==> config.mk <==
export PLATFORM = sky130hd
export DESIGN_NAME = fogBlend
export DESIGN_NICKNAME = d
export VERILOG_FILES = /design/src/design/fragment_defs.svh /design/src/design/fragmentPkg.sv /design/src/design/fogBlend.sv
export SDC_FILE = /design/constraint.sdc
export NUM_CORES = 2
export LEC_CHECK = 0
export BUFFER_PORTS_ARGS = -buffer_cell sky130_fd_sc_hd__buf_2
export CORE_MARGIN = 1
export CORE_UTILIZATION = 51
export CTS_CLUSTER_SIZE = 14
export DETAILED_ROUTE_END_ITERATION = 10
export GPL_TIMING_DRIVEN = 0
export PLACE_DENSITY = 0.68
export SETUP_SLACK_MARGIN = 0.1
export SLEW_MARGIN = 20
export SYNTH_ARGS = -nofsm -noshare
export SYNTH_HDL_FRONTEND = slang
export SYNTH_SLANG_ARGS = --single-unit
==> constraint.sdc <==
create_clock -name aclk -period 3.55 [get_ports aclk]
set_clock_uncertainty 0.2 [all_clocks]
set_input_delay 0.355 -clock aclk [delete_from_list [all_inputs] [get_ports aclk]]
set_output_delay 0.355 -clock aclk [all_outputs]
set_load 0.05 [all_outputs]
==> src/design/fragment_defs.svh <==
`ifndef FRAGMENT_DEFS_SVH
`define FRAGMENT_DEFS_SVH

// Texture geometry, log2 of the side length
`define FRAG_TEX_LOG2 4

// Fog table size
`define FRAG_FOG_ENTRIES 16

// Fraction bits of a Q1.14 texture coordinate
`define FRAG_FRAC_BITS 14

// Per-stage latencies in clock cycles
`define FRAG_LAT_SAMPLE 2
`define FRAG_LAT_FOGLUT 3
`define FRAG_LAT_TEXENV 2
`define FRAG_LAT_BLEND 2

// Fragment in to colour out
`define FRAG_LATENCY (`FRAG_LAT_SAMPLE + `FRAG_LAT_TEXENV + `FRAG_LAT_BLEND)

`endif

==> src/design/fragmentPkg.sv <==
package fragmentPkg;

    // RGBA colour, r in the top byte
    typedef struct packed {
        logic [7:0] r;
        logic [7:0] g;
        logic [7:0] b;
        logic [7:0] a;
    } pixelT;

    // Signed Q1.14 texture coordinate
    typedef logic signed [15:0] texCoordT;

    // One fragment from the rasterizer
    typedef struct packed {
        pixelT       color;
        logic [15:0] depth;
        texCoordT    s;
        texCoordT    t;
    } fragmentT;

    // Texture environment functions
    typedef enum logic [1:0] {
        Replace  = 2'd0,
        Modulate = 2'd1,
        Add      = 2'd2,
        Blend    = 2'd3
    } texEnvFuncE;

    // Quasi-static stage configuration
    typedef struct packed {
        texEnvFuncE texEnvFunc;
        logic       clampS;   // 1 clamps to edge, 0 wraps
        logic       clampT;
        pixelT      envColor;
        pixelT      fogColor;
        logic       fogEnable;
    } confT;

    // Fog table entry, also the fog stream beat
    typedef struct packed {
        logic [15:0]        base;
        logic signed [15:0] slope;
    } fogEntryT;

endpackage

==> src/design/fogBlend.sv <==
`timescale 1ns/1ps

module fogBlend
(
    input  logic               aclk,
    input  logic               arstN,
    input  logic [15:0]        intensity,
    input  fragmentPkg::pixelT color,
    input  fragmentPkg::pixelT fogColor,
    output fragmentPkg::pixelT blended
);

    // Index 3 red down to 1 blue
    logic [3:0][7:0] colCh;
    logic [3:0][7:0] fogCh;

    logic [3:1][23:0] colProd;
    logic [3:1][23:0] fogProd;
    logic [7:0]       alphaQ;

    logic [3:0][7:0] mixed;

    assign colCh = color;
    assign fogCh = fogColor;

    // Stage 1, weight colour by intensity and fog by its complement
    always_ff @(posedge aclk or negedge arstN)
    begin
        if (!arstN)
        begin
            colProd <= '0;
            fogProd <= '0;
            alphaQ  <= '0;
        end
        else
        begin
            for (int i = 1; i < 4; i++)
            begin
                colProd[i] <= colCh[i] * intensity;
                fogProd[i] <= fogCh[i] * (16'hffff - intensity);
            end
            alphaQ <= colCh[0];
        end
    end

    // Stage 2, sum stays below 2^24 since weights add to 65535
    always_comb
    begin
        logic [23:0] sum;
        for (int i = 1; i < 4; i++)
        begin
            sum      = colProd[i] + fogProd[i];
            mixed[i] = sum[23:16];
        end
        // Alpha untouched by fog
        mixed[0] = alphaQ;
    end

    always_ff @(posedge aclk or negedge arstN)
    begin
        if (!arstN)
            blended <= '0;
        else
            blended <= mixed;
    end

endmodule

==> results.json <==
{
  "status": "complete, but fails checks",
  "violations": "setup timing",
  "vias": 23956,
  "synth_area_per_cell_sq_um": 9.53,
  "max-slew-margin-rel_pct": 31.3,
  "die_w_microns": 248,
  "final_layout_size_suffix_gt1_share_pct": 28.0,
  "leakagePower_nw": 19.7,
  "rows": 89,
  "layout.nets": 4541,
  "cts_buffer_depth": 2,
  "period_minus_slack_ns": 4.79,
  "dpl.cell_count": 4115,
  "dr.first_iter.drc_count": 1390,
  "synth_xor_area_share_pct": 3.59,
  "fp.dieH_microns": 248,
  "cap_violations": 0,
  "synthArstFlopShare_pct": 100,
  "portBuffers": 89,
  "crit_end": "colProd[71]",
  "insertion_delay_ns": 0.52,
  "cts_max_level": 4,
  "synth-seq-cells": 184,
  "synth_flop_cell": "dfrtp_1",
  "synth_area_leaders": "fa_1 33%, dfrtp_1 15%, ha_1 14%, inv_1 7.6%, and2_1 6.7%",
  "synth_compound_area_share_pct": 7.08,
  "drc_errors": 0,
  "cp-startpoint": "intensity[5]",
  "synthCells": 3251,
  "root_buffer": "clkbuf_16",
  "path_clk_slew_ns": 0.08,
  "cp-start-kind": "primary input",
  "final_antenna_net_count": 0,
  "p_total_mw": 32.9,
  "layout_commonest_cell": "inv_1",
  "synth_area_leader_cell": "fa_1",
  "pre_cts_ws_ns": -2.33,
  "core-area_sq_um": 59600,
  "pwr_density_cell_nw_per_um2": 825,
  "initial_core_util_pct": 52.0,
  "cts_tree": "done",
  "synth_nets": 4178,
  "design.die.area_sq_um": 61700,
  "critPathArrivalTime_ns": 4.98,
  "cts_sinks": 184,
  "yosysTopAreaCellShare_pct": 32.6,
  "setup_violations": 96,
  "finalWirelength_microns": 92500,
  "hold_viol_final": 0,
  "r2r_slack_ns": 0.59,
  "wl_per_cell_microns": 21.0,
  "synth_edf_count": 0,
  "rr_startpoint": "colProd[60]",
  "synth.area.mux_share_pct": 0,
  "finalCritPeriodShare_pct": 135,
  "cp-end-kind": "flop",
  "fmax_mhz": 209,
  "worstMarginPinSlew_ns": 1.03,
  "grt_overflow": 0,
  "grt_max_degree": 96,
  "worst_slack_ns": -1.24,
  "antenna_found_initial": 8,
  "dp_hpwl_microns": 68400,
  "r2r-end": "blended[31]",
  "area_growth_pct": 28.7,
  "gp_congestion": 0.925,
  "netlist_area_sq_um": 31000,
  "synthSimpleGateAreaFrac_pct": 18.9,
  "worstPathRequired_ns": 3.73,
  "cp_max_fo": 7,
  "yosys_warnings": 0,
  "vias_per_cell": 5.44,
  "globalRouteTotalUtil_pct": 30.5,
  "yosysSeqAreaShare_pct": 14.9,
  "synth_top_family_by_area": "adder cells",
  "vdd_drop_max_v": 0.000978,
  "rsz0062_at_grt": "true",
  "grt_pass1_vias": 26345,
  "dr.pass1.iters": 6,
  "yosysUniqueCellTypes": 68,
  "crit_type": "primary input to flop",
  "synth_fa_ha_area_share_pct": 46.4,
  "mostFrequentLayoutCells": "573 x inv_1, 470 x fa_1, 292 x and2_1",
  "worstRegToRegCells": 9,
  "grt_pass1_wl_microns": 144000,
  "numCtsBuffers": 17,
  "final_cells": 4401,
  "hold_class": "flop to flop",
  "num_io_pins": 114,
  "slew_violations": 0
}
-- worst max-delay path, stage by stage --
cell and delay (ns):
clkbuf_16 0.14, clkbuf_16 0.17, buf_12 0.13, nand2_4 0.05
fa_2 0.45, fa_1 0.52, inv_1 0.06, fa_1 0.47
inv_1 0.05, fa_1 0.49, inv_2 0.05, ha_4 0.17
or3_4 0.33, o221a_4 0.27, o41ai_4 0.29, o21ai_2 0.10
a221o_2 0.39, a221oi_4 0.27, xnor2_2 0.20
-- repair_timing --
action	CTS	global route
setup endpoints to repair	103	101
buffers inserted	192	70
endpoints found under the hold margin	102	0
cloned	6	0
pin swaps	239	203
gates resized for setup	527	247
hold buffers	14	0
-- cell type report --
class                   count  area [sq um]
clock buffers              19           443
fillers                  4386         19700
well taps                 773           967
plain buffers             132          1690
inverters                 626          2350
diodes                      2          5.00
flip-flops and latches    184          4600
repair buffers            345          3020
clock inverters            12           136
multi-input cells        2308         26700
-- Yosys cell counts (10+ instances only) --
cell,number
clkbuf_1,132
dfrtp_1,184
a21o_1,44
fa_1,505
nor2b_1,312
nand2b_1,101
o21a_1,26
o21ai_0,49
xnor2_1,92
nor3_1,22
nand2_1,106
or3_1,10
a21oi_1,99
inv_1,626
nand4_1,12
nand3_1,26
o21bai_1,13
xor2_1,35
ha_1,340
and2_1,330
nor2_1,75
-- where the power goes --
group / internal (mW) / total [mW] / switching (mW)
registers: 3.21 / 3.55 / 0.343
clock network: 1.00 / 1.97 / 0.969
logic: 12.9 / 27.4 / 14.5
-- metal layers --
layer	routed length [microns]	GRT usage (%)	vias up
met2	45400	51.7	765
met3	6480	6.85	237
li1	-	-	10682
met5	13	0	-
met1	36400	37.3	12270
met4	4270	13.6	2
-- stage by stage --
| step | utilization (%) | instance area [sq um] | hold WS (ns) | setup TNS, ns |
|---|---|---|---|---|
| 2_1_floorplan | - | 32500 | -0.141 | -70.53 |
| 3_3_place_gp | 56.9 | 33900 | 0.131 | -339.72 |
| 3_5_place_dp | 57.0 | 34000 | 0.135 | -148.43 |
| 4_1_cts | 64.8 | 38600 | 0.114 | -62.95 |
| 5_1_grt | 66.9 | 39900 | 0.136 | -76.64 |
| 6_report | 66.9 | 39900 | 0.136 | -68.73 |
-- flip-flops by register name, summed over array words and instances (netlist names) --
name	flops
blended	32
fogProd	72
alphaQ	8
colProd	72
-- how the worst min path moves through the flow --
stage	from	to	slack (ns)	depth (start not counted)
floorplan	arstN	alphaQ[0]	-0.14	0
global placement	alphaQ[4]	blended[4]	0.13	0
detailed placement	alphaQ[5]	blended[5]	0.13	0
CTS	color[24]	colProd[49]	0.11	3
global route	intensity[0]	fogProd[1]	0.14	3
finish	alphaQ[5]	blended[5]	0.14	0
-- kinds of logic (layout without fill, tap and decap cells) --
group,count (synthesis),after routing
flip-flops,184,184
AND/OR/NAND/NOR,1017,1017
buffers and inverters,759,1134
other,0,2
XOR/XNOR,127,127
adder cells (fa/ha/maj),845,845
AO/OA/AOI/OAI,319,319
Note: power is estimated with default switching activity, not from simulation.
