**config.mk**
```make
export PLATFORM = sky130hd
export DESIGN_NAME = texEnv
export DESIGN_NICKNAME = d
export VERILOG_FILES = /design/src/design/fragment_defs.svh /design/src/design/fragmentPkg.sv /design/src/design/texEnv.sv
export SDC_FILE = /design/constraint.sdc
export NUM_CORES = 2
export LEC_CHECK = 0
export BUFFER_PORTS_ARGS = -buffer_cell sky130_fd_sc_hd__buf_2
export CAP_MARGIN = 20
export CORE_MARGIN = 2
export CORE_UTILIZATION = 59
export DETAILED_ROUTE_END_ITERATION = 6
export PLACE_DENSITY = 0.8
export SETUP_SLACK_MARGIN = 0.3
export SLEW_MARGIN = 10
export SYNTH_ARGS = -nofsm -noshare
export SYNTH_HDL_FRONTEND = slang
export SYNTH_SLANG_ARGS = --single-unit
```
**constraint.sdc**
```tcl
create_clock -name aclk -period 1.9 [get_ports aclk]
set_input_delay 0.38 -clock aclk [delete_from_list [all_inputs] [get_ports aclk]]
set_output_delay 0.38 -clock aclk [all_outputs]
set_load 0.02 [all_outputs]
```
**src/design/fragment_defs.svh**
```systemverilog
`ifndef FRAGMENT_DEFS_SVH
`define FRAGMENT_DEFS_SVH

// Texture geometry, log2 of the side length
`define FRAG_TEX_LOG2 4

// Fog table size
`define FRAG_FOG_ENTRIES 16

// Fraction bits of a Q1.14 texture coordinate
`define FRAG_FRAC_BITS 14

// Per-stage latencies in clock cycles
`define FRAG_LAT_SAMPLE 2
`define FRAG_LAT_FOGLUT 3
`define FRAG_LAT_TEXENV 2
`define FRAG_LAT_BLEND 2

// Fragment in to colour out
`define FRAG_LATENCY (`FRAG_LAT_SAMPLE + `FRAG_LAT_TEXENV + `FRAG_LAT_BLEND)

`endif

```
**src/design/fragmentPkg.sv**
```systemverilog
package fragmentPkg;

    // RGBA colour, r in the top byte
    typedef struct packed {
        logic [7:0] r;
        logic [7:0] g;
        logic [7:0] b;
        logic [7:0] a;
    } pixelT;

    // Signed Q1.14 texture coordinate
    typedef logic signed [15:0] texCoordT;

    // One fragment from the rasterizer
    typedef struct packed {
        pixelT       color;
        logic [15:0] depth;
        texCoordT    s;
        texCoordT    t;
    } fragmentT;

    // Texture environment functions
    typedef enum logic [1:0] {
        Replace  = 2'd0,
        Modulate = 2'd1,
        Add      = 2'd2,
        Blend    = 2'd3
    } texEnvFuncE;

    // Quasi-static stage configuration
    typedef struct packed {
        texEnvFuncE texEnvFunc;
        logic       clampS;   // 1 clamps to edge, 0 wraps
        logic       clampT;
        pixelT      envColor;
        pixelT      fogColor;
        logic       fogEnable;
    } confT;

    // Fog table entry, also the fog stream beat
    typedef struct packed {
        logic [15:0]        base;
        logic signed [15:0] slope;
    } fogEntryT;

endpackage

```
**src/design/texEnv.sv**
```systemverilog
`timescale 1ns/1ps

module texEnv
(
    input  logic                    aclk,
    input  logic                    arstN,
    input  fragmentPkg::texEnvFuncE func,
    input  fragmentPkg::pixelT      texel,
    input  fragmentPkg::pixelT      primary,
    input  fragmentPkg::pixelT      envColor,
    output fragmentPkg::pixelT      color
);

    // Channel views, index 3 is red and 0 is alpha
    logic [3:0][7:0] texCh;
    logic [3:0][7:0] priCh;
    logic [3:0][7:0] envCh;

    // Stage 1 registers
    fragmentPkg::texEnvFuncE funcQ;
    logic [3:0][7:0]  texQ;
    logic [3:0][15:0] modProd;
    logic [3:0][15:0] blendProd;
    logic [3:0][8:0]  addSum;

    logic [3:0][7:0] result;

    assign texCh = texel;
    assign priCh = primary;
    assign envCh = envColor;

    //////////////////////////////////////////////////////////////////////
    // Stage 1, products and sums
    //////////////////////////////////////////////////////////////////////

    always_ff @(posedge aclk or negedge arstN)
    begin
        if (!arstN)
        begin
            funcQ     <= fragmentPkg::Replace;
            texQ      <= '0;
            modProd   <= '0;
            blendProd <= '0;
            addSum    <= '0;
        end
        else
        begin
            funcQ <= func;
            texQ  <= texCh;
            for (int i = 0; i < 4; i++)
            begin
                modProd[i] <= texCh[i] * priCh[i];
                addSum[i]  <= texCh[i] + priCh[i];
            end
            // Weights sum to 255, fits 16 bits
            for (int i = 1; i < 4; i++)
                blendProd[i] <= priCh[i] * (8'd255 - texCh[i]) + envCh[i] * texCh[i];
            // Alpha under Blend is modulate
            blendProd[0] <= texCh[0] * priCh[0];
        end
    end

    //////////////////////////////////////////////////////////////////////
    // Stage 2, select and saturate
    //////////////////////////////////////////////////////////////////////

    always_comb
    begin
        logic [15:0] modRound;
        logic [15:0] blendRound;
        for (int i = 0; i < 4; i++)
        begin
            modRound   = modProd[i] + 16'd255;
            blendRound = blendProd[i] + 16'd255;
            case (funcQ)
                fragmentPkg::Replace:  result[i] = texQ[i];
                fragmentPkg::Modulate: result[i] = modRound[15:8];
                fragmentPkg::Add:      result[i] = addSum[i][8] ? 8'hff : addSum[i][7:0];
                fragmentPkg::Blend:    result[i] = blendRound[15:8];
                default:               result[i] = texQ[i];
            endcase
        end
    end

    always_ff @(posedge aclk or negedge arstN)
    begin
        if (!arstN)
            color <= '0;
        else
            color <= result;
    end

endmodule

```
==> impl_metrics.env <==
export IMPL_criticalPathCategory="in -> reg"
export IMPL_fin_cells=4414
export IMPL_worstSetupStartpoint="texel[11]"
export IMPL_io_pins=132
export IMPL_pre_cts_slack_ns=-3.477
export IMPL_clk_pin_slew_ns=0.07
export IMPL_routedWlPerCell_um=22.80
export IMPL_status="finished with violations"
export IMPL_drt_vias_per_instance=5.901
export IMPL_cts_root_buffer="clkbuf_16"
export IMPL_synth_flop_cell="dfrtp_1"
export IMPL_reg2reg_to="color[14]$_DFF_PN0_"
export IMPL_area_growth_pct=39.05
export IMPL_slowest_stage="fa_2"
export IMPL_core_area_sq_mm=0.04915
export IMPL_firstDrtPassIters=6
export IMPL_syn_num_nets=4009
export IMPL_swShare_pct=46.88
export IMPL_worst_ep_arrival_time_ns=5.31
export IMPL_synth_area_leaders="fa_1, dfrtp_1, ha_1, inv_1, and2_1"
export IMPL_setup_ws_ns=-2.987
export IMPL_timing_slew_headroom_pct=53.09
export IMPL_hold_ws_ns=0.03423
export IMPL_p_leak_nw=20.24
export IMPL_netlist_area_sq_mm=0.02952
export IMPL_port_buffers=123
export IMPL_synthArstFlopShare_pct=100.0
export IMPL_max_freq_mhz=204.6
export IMPL_drive_gt1_share_pct=38.06
export IMPL_yosysTopAreaCell="fa_1"
export IMPL_ys_warn_count=0
export IMPL_period_share_pct=257.2
export IMPL_rrSetupSlack_ns=-0.19
export IMPL_ys_seq_area_share_pct=18.14
export IMPL_post_synth_top_count_cell="inv_1"
export IMPL_ant_nets=0
export IMPL_rsz0062_at_grt="yes"
export IMPL_crit_chain="buf_6, inv_4, nand2_1, fa_1, fa_2, inv_2, fa_1, fa_1, fa_1, inv_2, fa_1, inv_2, ha_4, and3_4, a311oi_4, o21bai_1, a21o_1, xor2_1"
export IMPL_yosysTopAreaCellShare_pct=29.37
export IMPL_maxSlewViolCount=0
export IMPL_yosys_register_bits=214
export IMPL_failed_checks="negative setup slack"
export IMPL_netlist_instances=3072
export IMPL_rows=81
export IMPL_hold_class="in -> reg"
export IMPL_worst_pin_slew_ns=0.7022
export IMPL_grt_use_total_pct=34.67
export IMPL_p_per_area_mw_per_mm2=1811
export IMPL_crit_top_cell="fa_1"
export IMPL_synthXorXnorAreaFrac_pct=4.184
export IMPL_skew_ns=0.01283
export IMPL_finalWirelength_mm=100.6
export IMPL_nets=4670
export IMPL_start_kind="primary input"
export IMPL_irDropWorstVdd_mv=2.540
export IMPL_drc_errors=0
export IMPL_worstReg2RegStart="funcQ[1]$_DFF_PN0_"
export IMPL_fillers=2343
export IMPL_grt_pass1_vias=27590
export IMPL_synthSimpleGateAreaFrac_pct=13.97
export IMPL_gr_total_overflow=0
export IMPL_syn_area_per_cell_sq_um=9.608
export IMPL_share_seq_of_total_power_pct=10.0
export IMPL_crit_path_end="blendProd[29]$_DFF_PN0_"
export IMPL_final_hold_viol_count=0
export IMPL_pwr_share_clk_pct=6.2
export IMPL_synth_distinct_cells=65
export IMPL_routed_via_count=26050
export IMPL_switching_power_mw=34.85
export IMPL_cts_buffer_depth=3
export IMPL_clk_latency_ns=0.53
export IMPL_die_w_um=227.7
export IMPL_die_area_sq_mm=0.05183
export IMPL_finalCriticalPeriod_ns=4.887
export IMPL_worstSetupEndpointType="register"
export IMPL_synth_commonest_cells="inv_1, fa_1, ha_1"
export IMPL_internal_power_mw=39.48
export IMPL_place_hpwl_mm=63.14
export IMPL_numCtsBuffers=23
export IMPL_initial_core_util_pct=60.05
export IMPL_finalSetupViolCount=109
export IMPL_power_mw=74.33
export IMPL_max_cap_violations=0
export IMPL_synth_edff_count=0
export IMPL_clock_sinks=214
export IMPL_synth_top_family_by_area="adder cells"
export IMPL_rr_worst_depth=9
export IMPL_grt_max_degree=56
export IMPL_htreeDepth=1
export IMPL_cp_slowest_stage_delay_ns=0.60
export IMPL_drt_iter0_drc=2181
export IMPL_path_max_fanout=5
export IMPL_dieHeight_um=227.7
export IMPL_combPwrFrac_pct=83.8
export IMPL_antenna_found_initial=2
export IMPL_synthMuxAreaShare_pct=1.115
export IMPL_grt_pass1_wl_mm=139.8
export IMPL_required_ns=2.32
export IMPL_synth_compound_area_share_pct=6.681
export IMPL_finish_utilization_pct=83.50
export IMPL_gp_congestion=0.9421
export IMPL_cts_tree="done"
export IMPL_place_inst=4259
export IMPL_synth_adder_area_share_pct=46.49
-- critical path, delay by kind of cell --
| kind | cells | cell delay, ns |
|---|---|---|
| adder cells (fa/ha/maj) | 7 | 3.47 |
| AND/OR/NAND/NOR | 2 | 0.27 |
| AO/OA/AOI/OAI | 3 | 0.66 |
| XOR/XNOR | 1 | 0.15 |
| buffers and inverters | 5 | 0.35 |
-- cell families after synthesis --
logic type	after synthesis
mux	31
compound gates	298
xor+xnor	141
buf+inv	734
fa+ha+maj	837
flops	214
simple gates	817
-- state kept, by name, indices dropped and copies added (netlist names) --
signal / flops
texQ: 32
modProd: 48
color: 32
blendProd: 64
funcQ: 2
addSum: 36
-- cells in the final DEF (no fill, tap or decap), types with 68 or more instances in the layout --
cell type	instances
inv_1	537
ha_1	250
dfrtp_1	212
fa_1	400
nor2_1	68
ha_4	142
nand2_1	245
buf_4	444
buf_6	136
inv_2	107
and2_4	71
and2_1	190
-- final cells by class --
type                            count  area, sq um  area share [%]
Multi-Input combinational cell   2124        25160           61.29
Timing Repair Buffer              710         6419           15.64
Sequential cell                   214         5358           13.05
Inverter                          660         2536           6.179
Tap cell                          664        830.8           2.024
Clock buffer                       27        600.6           1.463
Clock inverter                     14        140.1          0.3414
Antenna cell                        1        2.502        0.006097
-- worst min-delay path by stage --
stage	from	end	slack, ns	depth (start not counted)
after detailed placement	arstN	blendProd[4]$_DFF_PN0_	0.33	1
after floorplan	arstN	addSum[0]$_DFF_PN0_	0.08	0
final	texel[15]	texQ[15]$_DFF_PN0_	0.03	1
after CTS	texel[15]	texQ[15]$_DFF_PN0_	0.04	1
after global placement	arstN	blendProd[4]$_DFF_PN0_	0.33	1
after global routing	texel[15]	texQ[15]$_DFF_PN0_	0.03	1
-- what timing repair did --
item | 4_1_cts | 5_1_grt
hold buffers | 3 | 0
endpoints found under the hold margin | 49 | 0
setup buffers | 50 | 59
gates cloned | 0 | 1
pin swaps | 247 | 210
gates resized for setup | 489 | 320
setup endpoints to repair | 139 | 142
-- power groups by stage --
stage                     sequential (mW)  clock (mW)  combinational [mW]
after CTS                            7.29        4.56                51.5
after global placement               7.25           0                43.0
after floorplan                      7.31           0                29.9
after global routing                 7.51        4.80                65.7
final                                7.44        4.63                62.3
after detailed placement             7.29           0                45.1
-- routing by layer --
layer | track usage [%] | part of all wire [%] | vias to the layer above
met2 | 61.88 | 50 | 1612
met5 | 0 | 0.013 | -
met4 | 17.23 | 7.3 | 2
li1 | - | - | 10820
met1 | 40.70 | 35 | 12980
met3 | 5.399 | 7.9 | 636
-- per-stage QoR --
stage,area [sq um],TNS (ns)
after floorplan,31850,-174.92
after global placement,36190,-224.65
after detailed placement,36190,-230.93
after CTS,39210,-160.84
after global routing,41040,-186.09
final,41040,-178.29
Power figures use the tool's default switching activity.
