## src/design/fragment_defs.svh

```systemverilog
`ifndef FRAGMENT_DEFS_SVH
`define FRAGMENT_DEFS_SVH

// Texture geometry, log2 of the side length
`define FRAG_TEX_LOG2 4

// Fog table size
`define FRAG_FOG_ENTRIES 16

// Fraction bits of a Q1.14 texture coordinate
`define FRAG_FRAC_BITS 14

// Per-stage latencies in clock cycles
`define FRAG_LAT_SAMPLE 2
`define FRAG_LAT_FOGLUT 3
`define FRAG_LAT_TEXENV 2
`define FRAG_LAT_BLEND 2

// Fragment in to colour out
`define FRAG_LATENCY (`FRAG_LAT_SAMPLE + `FRAG_LAT_TEXENV + `FRAG_LAT_BLEND)

`endif

```

## src/design/fragmentPkg.sv

```systemverilog
package fragmentPkg;

    // RGBA colour, r in the top byte
    typedef struct packed {
        logic [7:0] r;
        logic [7:0] g;
        logic [7:0] b;
        logic [7:0] a;
    } pixelT;

    // Signed Q1.14 texture coordinate
    typedef logic signed [15:0] texCoordT;

    // One fragment from the rasterizer
    typedef struct packed {
        pixelT       color;
        logic [15:0] depth;
        texCoordT    s;
        texCoordT    t;
    } fragmentT;

    // Texture environment functions
    typedef enum logic [1:0] {
        Replace  = 2'd0,
        Modulate = 2'd1,
        Add      = 2'd2,
        Blend    = 2'd3
    } texEnvFuncE;

    // Quasi-static stage configuration
    typedef struct packed {
        texEnvFuncE texEnvFunc;
        logic       clampS;   // 1 clamps to edge, 0 wraps
        logic       clampT;
        pixelT      envColor;
        pixelT      fogColor;
        logic       fogEnable;
    } confT;

    // Fog table entry, also the fog stream beat
    typedef struct packed {
        logic [15:0]        base;
        logic signed [15:0] slope;
    } fogEntryT;

endpackage

```

## src/design/fogInterpolator.sv

```systemverilog
`timescale 1ns/1ps
`include "fragment_defs.svh"

module fogInterpolator
(
    input  logic                  aclk,
    input  logic                  arstN,
    input  logic [15:0]           depth,
    input  logic                  fogValid,
    output logic                  fogReady,
    input  logic                  fogLast,
    input  fragmentPkg::fogEntryT fogData,
    output logic [15:0]           intensity
);

    localparam int idxBits  = $clog2(`FRAG_FOG_ENTRIES);
    localparam int fracBits = 16 - idxBits;
    localparam int prodBits = 16 + fracBits + 1;

    fragmentPkg::fogEntryT fogTable [`FRAG_FOG_ENTRIES];
    logic [idxBits-1:0] wrIdx;

    fragmentPkg::fogEntryT entryQ;
    logic [fracBits-1:0]   fracQ;
    logic signed [prodBits-1:0] product;
    logic signed [16:0]    prodQ;
    logic [15:0]           baseQ;
    logic signed [17:0]    sum;

    //////////////////////////////////////////////////////////////////////
    // Table load
    //////////////////////////////////////////////////////////////////////

    always_ff @(posedge aclk or negedge arstN)
    begin
        if (!arstN)
            fogReady <= 1'b0;
        else
            fogReady <= 1'b1;
    end

    // Entries in order, last goes back to entry 0
    always_ff @(posedge aclk or negedge arstN)
    begin
        if (!arstN)
            wrIdx <= '0;
        else if (fogValid && fogReady)
            wrIdx <= fogLast ? '0 : wrIdx + 1'b1;
    end

    always_ff @(posedge aclk)
    begin
        if (fogValid && fogReady)
            fogTable[wrIdx] <= fogData;
    end

    //////////////////////////////////////////////////////////////////////
    // Interpolation
    //////////////////////////////////////////////////////////////////////

    // Signed slope times unsigned fraction
    assign product = entryQ.slope * $signed({1'b0, fracQ});

    // Base plus scaled product, may leave 0..65535
    assign sum = $signed({2'b00, baseQ}) + $signed({prodQ[16], prodQ});

    always_ff @(posedge aclk or negedge arstN)
    begin
        if (!arstN)
        begin
            entryQ    <= '0;
            fracQ     <= '0;
            prodQ     <= '0;
            baseQ     <= '0;
            intensity <= '0;
        end
        else
        begin
            // Stage 1, segment from the top depth bits
            entryQ <= fogTable[depth[15 -: idxBits]];
            fracQ  <= depth[fracBits-1:0];
            // Stage 2, arithmetic shift back to 16-bit scale
            prodQ  <= product[prodBits-1:fracBits];
            baseQ  <= entryQ.base;
            // Stage 3, saturate
            if (sum[17])
                intensity <= 16'h0000;
            else if (sum[16])
                intensity <= 16'hffff;
            else
                intensity <= sum[15:0];
        end
    end

endmodule

```

## config.mk

```make
export PLATFORM = sky130hd
export DESIGN_NAME = fogInterpolator
export DESIGN_NICKNAME = d
export VERILOG_FILES = /design/src/design/fragmentPkg.sv /design/src/design/fogInterpolator.sv
export VERILOG_INCLUDE_DIRS = /design/src /design/src/design
export SDC_FILE = /design/constraint.sdc
export NUM_CORES = 1
export LEC_CHECK = 0
export BUFFER_PORTS_ARGS = -buffer_cell sky130_fd_sc_hd__buf_2
export CORE_MARGIN = 2
export CORE_UTILIZATION = 30
export DETAILED_ROUTE_END_ITERATION = 6
export PLACE_DENSITY = 0.49
export SLEW_MARGIN = 30
export SYNTH_ARGS = -nofsm -noshare
export SYNTH_HDL_FRONTEND = slang
export SYNTH_SLANG_ARGS = --single-unit
```

## constraint.sdc

```tcl
create_clock -name aclk -period 8.7 [get_ports aclk]
set_clock_uncertainty 0.15 [all_clocks]
set_input_delay 0.87 -clock aclk [delete_from_list [all_inputs] [get_ports aclk]]
set_output_delay 0.87 -clock aclk [all_outputs]
set_load 0.05 [all_outputs]
```

==> summary.txt, run 1 <==
Power and ir drop
  • Static power due to leakage: 0.0127 µW
  • Part of the total power dissipated in combinational logic: 45.5%
  • Internal Power: 7300 µW
  • Sequential fraction of design power: 30.1%
  • Worst IR drop on VDD: 0.423 mV
  • NetSw: 4450 µW
  • Proportion of power drawn by the clock network: 24.3%
  • Switching share of power: 37.9%
  • Power per standard cell area: 346 nW/µm²

Synthesis
  • Fraction of synthesized cell area in xor and xnor cells: 0.940%
  • Flops & latches, synth: 610
  • Main combinational cell family by area after synthesis: adder cells
  • Area fraction of the dominant cell type after synthesis: 51.6%
  • Fraction of synthesized area in multiplexers: 12.1%
  • Number of distinct library cells after synthesis: 59
  • Biggest area consumer among synthesized cells: sky130_fd_sc_hd__edfxtp_1
  • Adder-cell area share of the yosys netlist: 15.4%
  • Simple-gate share of the synthesized area: 4.89%
  • FFs w/ async S/R, synth: 16.1%
  • Avg Cell Area, Syn: 16.7 µm²
  • Post-synthesis instance area: 29800 µm²
  • Share of the yosys chip area belonging to registers: 59.8%
  • Most used flip-flop cell after synthesis: sky130_fd_sc_hd__edfxtp_1
  • Synthesis warning total: 0
  • Number of instances in the synthesized netlist: 1790
  • Net count after synthesis: 2103
  • Compound-cell area share of the yosys netlist: 2.71%
  • Dominant cells by area after synthesis: sky130_fd_sc_hd__edfxtp_1 52%, sky130_fd_sc_hd__mux4_2 12%, sky130_fd_sc_hd__fa_1 12%
  • Number of flops mapped to enable cells by yosys: 512

Detailed routing
  • DRC violations left: 0
  • Number of nets still failing antenna checks after routing: 0
  • Total wire length: 70200 µm
  • Number of violations reported at the end of detailed-routing iteration 0: 1078
  • Total number of vias: 15300
  • 1st-pass router iterations: 5
  • Per-cell via count in the routed design: 4.73
  • DR WL/cell: 21.7 µm

Clock network
  • TritonCTS Buffers: 70
  • Later-pin clock latency in the skew report: 0.62 ns
  • Root cell of the clock tree: sky130_fd_sc_hd__clkbuf_16
  • Total of hold buffers inserted after clock tree synthesis: 0
  • Post-CTS Repair Setup Buffers: 0
  • CTS H-tree lvls: 3
  • Post-CTS Resized: 0
  • Maximum buffer depth of the clock tree: 3
  • Clock-pin slew on the worst setup and hold paths: 0.06 ns
  • Number of clock sinks: 610
  • Clock tree from TritonCTS: done

Timing
  • Max transition margin: 39.4%
  • Final worst slack: 2.62 ns
  • Final number of max-transition violations: 0
  • Final-layout worst hold slack: 0.0580 ns
  • Share of the cycle needed by the critical path after routing: 69.9%
  • Final count of negative-setup-slack endpoints: 0
  • Final period demand of the worst path: 6.08 ns
  • Sum of negative setup slack: 0 ns
  • Achievable Freq: 0.164 GHz
  • Number of hold-slack violations in the final timing report: 0
  • Unrepaired setup endpoints after global routing: no
  • Pin slew with the least headroom to its limit: 0.909 ns

Worst hold path
  • Classification of the worst-slack hold path: input port to async pin

Die
  • Total die area: 102000 µm²
  • Starting utilization of the core area: 30.3%
  • Core area: 98400 µm²
  • Number of I/O pins: 69
  • Floorplan die height: 319 µm
  • DIE WIDTH: 319 µm
  • Num rows: 115

Placement
  • HPWL after DPL: 41800 µm
  • Number of instances in the placed design: 3100
  • Count of input and output buffers: 68
  • Worst slack at placement: 2.61 ns
  • Placed cell areas: 31700 µm²
  • Routability-driven placement congestion ratio: 0.812

Status
  • Run status: completed

Layout
  • Final cell area excluding filler cells: 33900 µm²
  • Post-layout net count: 2198
  • Diode insertion count for antenna repair: 0
  • Most common cell after layout, fill and taps aside: sky130_fd_sc_hd__edfxtp_1
  • Leading cell types in the layout, fill and taps excluded: 512 x sky130_fd_sc_hd__edfxtp_1, 253 x sky130_fd_sc_hd__inv_1, 178 x sky130_fd_sc_hd__fa_1
  • Number of cells in the finished layout apart from fillers: 3227
  • Fraction of layout cells with a size suffix above 1: 19.6%
  • Area overhead of the layout relative to synthesis: 13.8%

Setup path
  • Reg-to-reg startpoint: fracQ[4]
  • Cell depth of the worst flop-to-flop path: 17
  • Type of the worst setup path: flip-flop to flip-flop
  • Worst-case register-to-register setup slack: 2.62 ns
  • Endpoint required time on the critical path: 9.06 ns
  • Max FO, Critical Path: 16
  • Worst reg2reg path endpoint: prodQ[10]
  • Crit end category: flip-flop
  • Crit start category: flip-flop
  • Crit path DAT: 6.44 ns

Global route
  • Global routing usage summed across all routing layers: 14.2%
  • Grt met1 use: 19.1%
  • GRT busiest layer: met2
  • Remaining global-route overflow: 0
  • Global-route wire length before repair: 108000 µm
  • Maximum number of pins on one net before global-route repair: 81
  • Met2 Resource Use GR: 24.2%
  • Via count of the first global-routing pass: 17000
  • Initial antenna violation count: 11
  • Global routing usage on met3: 2.24%

Run
  • Maximum capacitance violations: 0
==> sequential cells by signal, indices dropped and copies added, names as in the netlist <==
| register | count |
|---|---|
| entryQ | 32 |
| wrIdx | 4 |
| baseQ | 16 |
| fogReady | 1 |
| fracQ | 12 |
| intensity | 16 |
| prodQ | 17 |
| fogTable | 512 |
==> through the flow <==
step           total power, µW  utilization, %
6_report                 11800            34.5
5_1_grt                  12800            34.5
4_1_cts                  12000            34.5
3_5_place_dp              9040            32.2
3_3_place_gp              8980            32.2
2_1_floorplan             7640               -
==> power by group through the flow <==
stage | logic (µW) | registers, µW | clock network (µW)
6_report | 5350 | 3540 | 2860
5_1_grt | 6160 | 3560 | 3070
4_1_cts | 5460 | 3550 | 2950
3_5_place_dp | 5430 | 3600 | 0
3_3_place_gp | 5370 | 3600 | 0
2_1_floorplan | 3990 | 3650 | 0
==> how the worst max path moves through the flow <==
stage | startpoint | endpoint | depth (start not counted)
floorplan | fracQ[4] | prodQ[10] | 18
finish | fracQ[4] | prodQ[10] | 17
CTS | fracQ[1] | prodQ[10] | 18
global route | fracQ[7] | prodQ[10] | 17
detailed placement | fracQ[1] | prodQ[10] | 18
global placement | fracQ[1] | prodQ[10] | 18
==> layer usage <==
metal / vias to the layer above / wire, µm
met5: - / 43
met1: 8215 / 30900
met2: 317 / 34900
met3: 105 / 2990
li1: 6620 / -
met4: 8 / 1320
==> cells in the mapped netlist, types with 12 or more instances <==
master                       n
sky130_fd_sc_hd__a21o_1     12
sky130_fd_sc_hd__a21oi_1    28
sky130_fd_sc_hd__and2_1     99
sky130_fd_sc_hd__clkbuf_1   51
sky130_fd_sc_hd__dfrtp_1    98
sky130_fd_sc_hd__edfxtp_1  512
sky130_fd_sc_hd__fa_1      178
sky130_fd_sc_hd__ha_1       83
sky130_fd_sc_hd__inv_1     253
sky130_fd_sc_hd__mux4_2    160
sky130_fd_sc_hd__nand2_1   124
sky130_fd_sc_hd__nor2_1     24
sky130_fd_sc_hd__o21ai_0    17
sky130_fd_sc_hd__xnor2_1    16
sky130_fd_sc_hd__xor2_1     16
==> logic make-up (layout without fill, tap and decap cells) <==
| family | Yosys count | in the layout |
|---|---|---|
| multiplexers | 161 | 161 |
| XOR/XNOR | 32 | 32 |
| AND/OR/NAND/NOR | 290 | 290 |
| AO/OA/AOI/OAI | 115 | 115 |
| buffers and inverters | 320 | 470 |
| flip-flops | 610 | 610 |
| other | 1 | 1 |
| adder cells (fa/ha/maj) | 261 | 261 |
==> worst max-delay path, cell delays in order (launching register included) <==
cell,delay [ns]
sky130_fd_sc_hd__dfrtp_1,0.81
sky130_fd_sc_hd__nand2_1,0.18
sky130_fd_sc_hd__fa_1,0.55
sky130_fd_sc_hd__fa_1,0.40
sky130_fd_sc_hd__inv_1,0.08
sky130_fd_sc_hd__fa_1,0.43
sky130_fd_sc_hd__fa_1,0.55
sky130_fd_sc_hd__inv_1,0.05
sky130_fd_sc_hd__fa_1,0.49
sky130_fd_sc_hd__inv_1,0.04
sky130_fd_sc_hd__ha_1,0.28
sky130_fd_sc_hd__nand2_1,0.06
sky130_fd_sc_hd__nor3_1,0.53
sky130_fd_sc_hd__nand3_1,0.21
sky130_fd_sc_hd__a41oi_1,0.46
sky130_fd_sc_hd__a21oi_1,0.23
sky130_fd_sc_hd__a211oi_1,0.33
sky130_fd_sc_hd__xor2_1,0.17
==> cell type report <==
class	instances	area, µm²
Inverter	253	950
Tap cell	1287	1610
Clock buffer	97	1910
Sequential cell	610	17800
Fill cell	9436	64500
Clock inverter	30	320
Timing Repair Buffer	90	538
Multi-Input combinational cell	860	10800
Note: power is estimated with default switching activity, not from simulation.
==> inputs of run 2 (changes only) <==
Settings changed: PLACE_DENSITY 0.49 to 0.51.
Clock period 8.7 ns to 5.1 ns, I/O delays scaled along.
==> run 2 against run 1 <==
Net effect:
- the run now ends with negative setup slack left
- clock power up 69%
- first-iteration DRC count fell by 8.8%
- worst hold slack better by 0.066 ns
- non-clock buffer count rose by 177
- design area up 6.1%
- cell count increased by 5.5%
- register-to-register slack got worse by 2.8 ns
- largest cell class unchanged
- largest power group unchanged
==> summary.txt, run 2 (synthesis gave the netlist of run 1 again) <==
Status
  • Run status: finished with violations
  • Violations in the final reports: negative setup slack

Worst hold path
  • Classification of the worst-slack hold path: input port to flip-flop
  • Hold Path Stages: 1
  • Origin of the worst min-delay path: fogData[23]
  • Min-Delay Endpoint: fogTable[15][23]

Setup path
  • Max FO, Critical Path: 6
  • Launching element of the worst setup path: entryQ[9]
  • Reg-to-reg startpoint: entryQ[9]
  • Type of the worst setup path: flip-flop to flip-flop
  • Cell depth of the worst flop-to-flop path: 19
  • Slowest stage cell, crit path: sky130_fd_sc_hd__fa_1
  • Most frequent cell on the critical path: sky130_fd_sc_hd__fa_1
  • Maximum single-stage delay on the critical path: 0.52 ns
  • Worst-case register-to-register setup slack: -0.15 ns
  • Endpoint required time on the critical path: 5.44 ns
  • Crit path DAT: 5.59 ns
  • Crit start category: flip-flop
  • Worst reg2reg path endpoint: prodQ[14]
  • CP cell instances: buf_6 > buf_12 > nand2_1 > fa_1 > fa_1 > inv_1 > fa_1 > fa_1 > inv_2 > fa_1 > inv_2 > ha_4 > nand4_1 > nor2_4 > nand3_4 > a41oi_4 > and4_4 > a21oi_1 > and3_1
  • Crit end category: flip-flop

Layout
  • Max FFs per register: 512
  • Area overhead of the layout relative to synthesis: 20.7%
  • Share of the core filled with cells in the final layout: 36.6%
  • Leading cell types in the layout, fill and taps excluded: 512 x sky130_fd_sc_hd__edfxtp_1, 236 x sky130_fd_sc_hd__inv_1, 169 x sky130_fd_sc_hd__fa_1
  • Register bank with the most flops: fogTable
  • Largest registers: fogTable x512, entryQ x32, prodQ x17
  • Most common cell after layout, fill and taps aside: sky130_fd_sc_hd__edfxtp_1
  • Fraction of layout cells with a size suffix above 1: 30.9%
  • Final cell area excluding filler cells: 36000 µm²
  • Post-layout net count: 2373
  • Filler instances: 9290

Detailed routing
  • DRC violations left: 0
  • Total number of vias: 15800
  • Number of violations reported at the end of detailed-routing iteration 0: 983
  • 1st-pass router iterations: 5
  • Per-cell via count in the routed design: 4.66
  • Total wire length: 72600 µm
  • DR WL/cell: 21.3 µm
  • Number of nets still failing antenna checks after routing: 0

Timing
  • Final worst slack: -0.149 ns
  • Final count of negative-setup-slack endpoints: 10
  • Max transition margin: 36.7%
  • Share of the cycle needed by the critical path after routing: 103%
  • Number of hold-slack violations in the final timing report: 0
  • Final period demand of the worst path: 5.25 ns
  • Sum of negative setup slack: -0.890 ns
  • Achievable Freq: 0.190 GHz
  • Unrepaired setup endpoints after global routing: yes
  • Final number of max-transition violations: 0
  • Pin slew with the least headroom to its limit: 0.950 ns

Global route
  • Initial antenna violation count: 9
  • Global-route wire length before repair: 111000 µm
  • Maximum number of pins on one net before global-route repair: 64
  • Global routing usage summed across all routing layers: 14.5%
  • Remaining global-route overflow: 0
  • Via count of the first global-routing pass: 17500

Clock network
  • Maximum buffer depth of the clock tree: 3
  • Later-pin clock latency in the skew report: 0.62 ns
  • Clock-pin slew on the worst setup and hold paths: 0.06 ns
  • Clock tree from TritonCTS: done
  • TritonCTS Buffers: 68
  • Root cell of the clock tree: sky130_fd_sc_hd__clkbuf_16
  • Number of clock sinks: 610
  • CTS H-tree lvls: 3

Die
  • DIE WIDTH: 319 µm
  • Num rows: 115
  • Starting utilization of the core area: 30.3%
  • Floorplan die height: 319 µm
  • Total die area: 102000 µm²
  • Core area: 98400 µm²
  • Number of I/O pins: 69

Placement
  • Count of input and output buffers: 68
  • Placed cell areas: 32800 µm²
  • HPWL after DPL: 47200 µm
  • Routability-driven placement congestion ratio: 0.838

Power and ir drop
  • Power per standard cell area: 692 nW/µm²
  • Worst IR drop on VDD: 0.874 mV
  • Static power due to leakage: 0.0136 µW

Run
  • Maximum capacitance violations: 0
run 2: cell type report:
| type | count | area (µm²) | share of cell area, % |
|---|---|---|---|
| Inverter | 253 | 952 | 2.64 |
| Clock inverter | 39 | 400 | 1.11 |
| Multi-Input combinational cell | 860 | 11300 | 31.4 |
| Timing Repair Buffer | 267 | 2080 | 5.79 |
| Sequential cell | 610 | 17800 | 49.6 |
| Clock buffer | 84 | 1800 | 5.01 |
| Tap cell | 1287 | 1610 | 4.47 |
| Antenna cell | 3 | 7.51 | 0.0208 |
run 2: metal layers:
layer	vias to the layer above	share of wire, %	global-route usage [%]	wire length [µm]
met5	-	0.088	0	64
li1	6980	-	-	-
met2	284	49	24.4	35900
met3	109	3.7	2.39	2680
met4	10	2.1	3.51	1550
met1	8466	45	19.6	32400
run 2: through the flow:
step | power, µW | hold slack (ns) | setup WS, ns | std cells
after floorplan | 13400 | 0.0644 | -0.0161 | 1790
after global placement | 17800 | 0.186 | -0.399 | 3225
after detailed placement | 17900 | 0.185 | -0.544 | 3225
after CTS | 23900 | 0.0762 | -0.123 | 3384
after global routing | 26800 | 0.0964 | -0.339 | 3400
final | 24900 | 0.124 | -0.149 | 3403
run 2: worst max-delay path by stage:
stage / cells after the start / end
2_1_floorplan: 19 / prodQ[10]
3_3_place_gp: 19 / prodQ[14]
3_5_place_dp: 17 / prodQ[14]
4_1_cts: 20 / prodQ[14]
5_1_grt: 20 / prodQ[14]
6_report: 19 / prodQ[14]
run 2: critical path, delay by kind of cell (launching register included):
| kind | cells | cell delay [ns] |
|---|---|---|
| compound gates | 2 | 0.37 |
| buf+inv | 5 | 0.43 |
| simple gates | 6 | 1.06 |
| flops | 1 | 0.40 |
| fa+ha+maj | 6 | 2.73 |
run 2: report_power, final:
part	internal [µW]	switching [µW]	total [µW]	leakage, µW
Clock	2800	2020	4820	0.00107
Sequential	5830	158	5980	0.00574
Combinational	6820	7320	14100	0.00680
run 2: timing repair:
item	in CTS	in global routing
gates cloned	0	1
pin swaps	50	62
buffers inserted	22	15
endpoints found under the setup margin	16	17
resized for setup	83	60
hold buffers	14	0
hold endpoints to repair	51	0
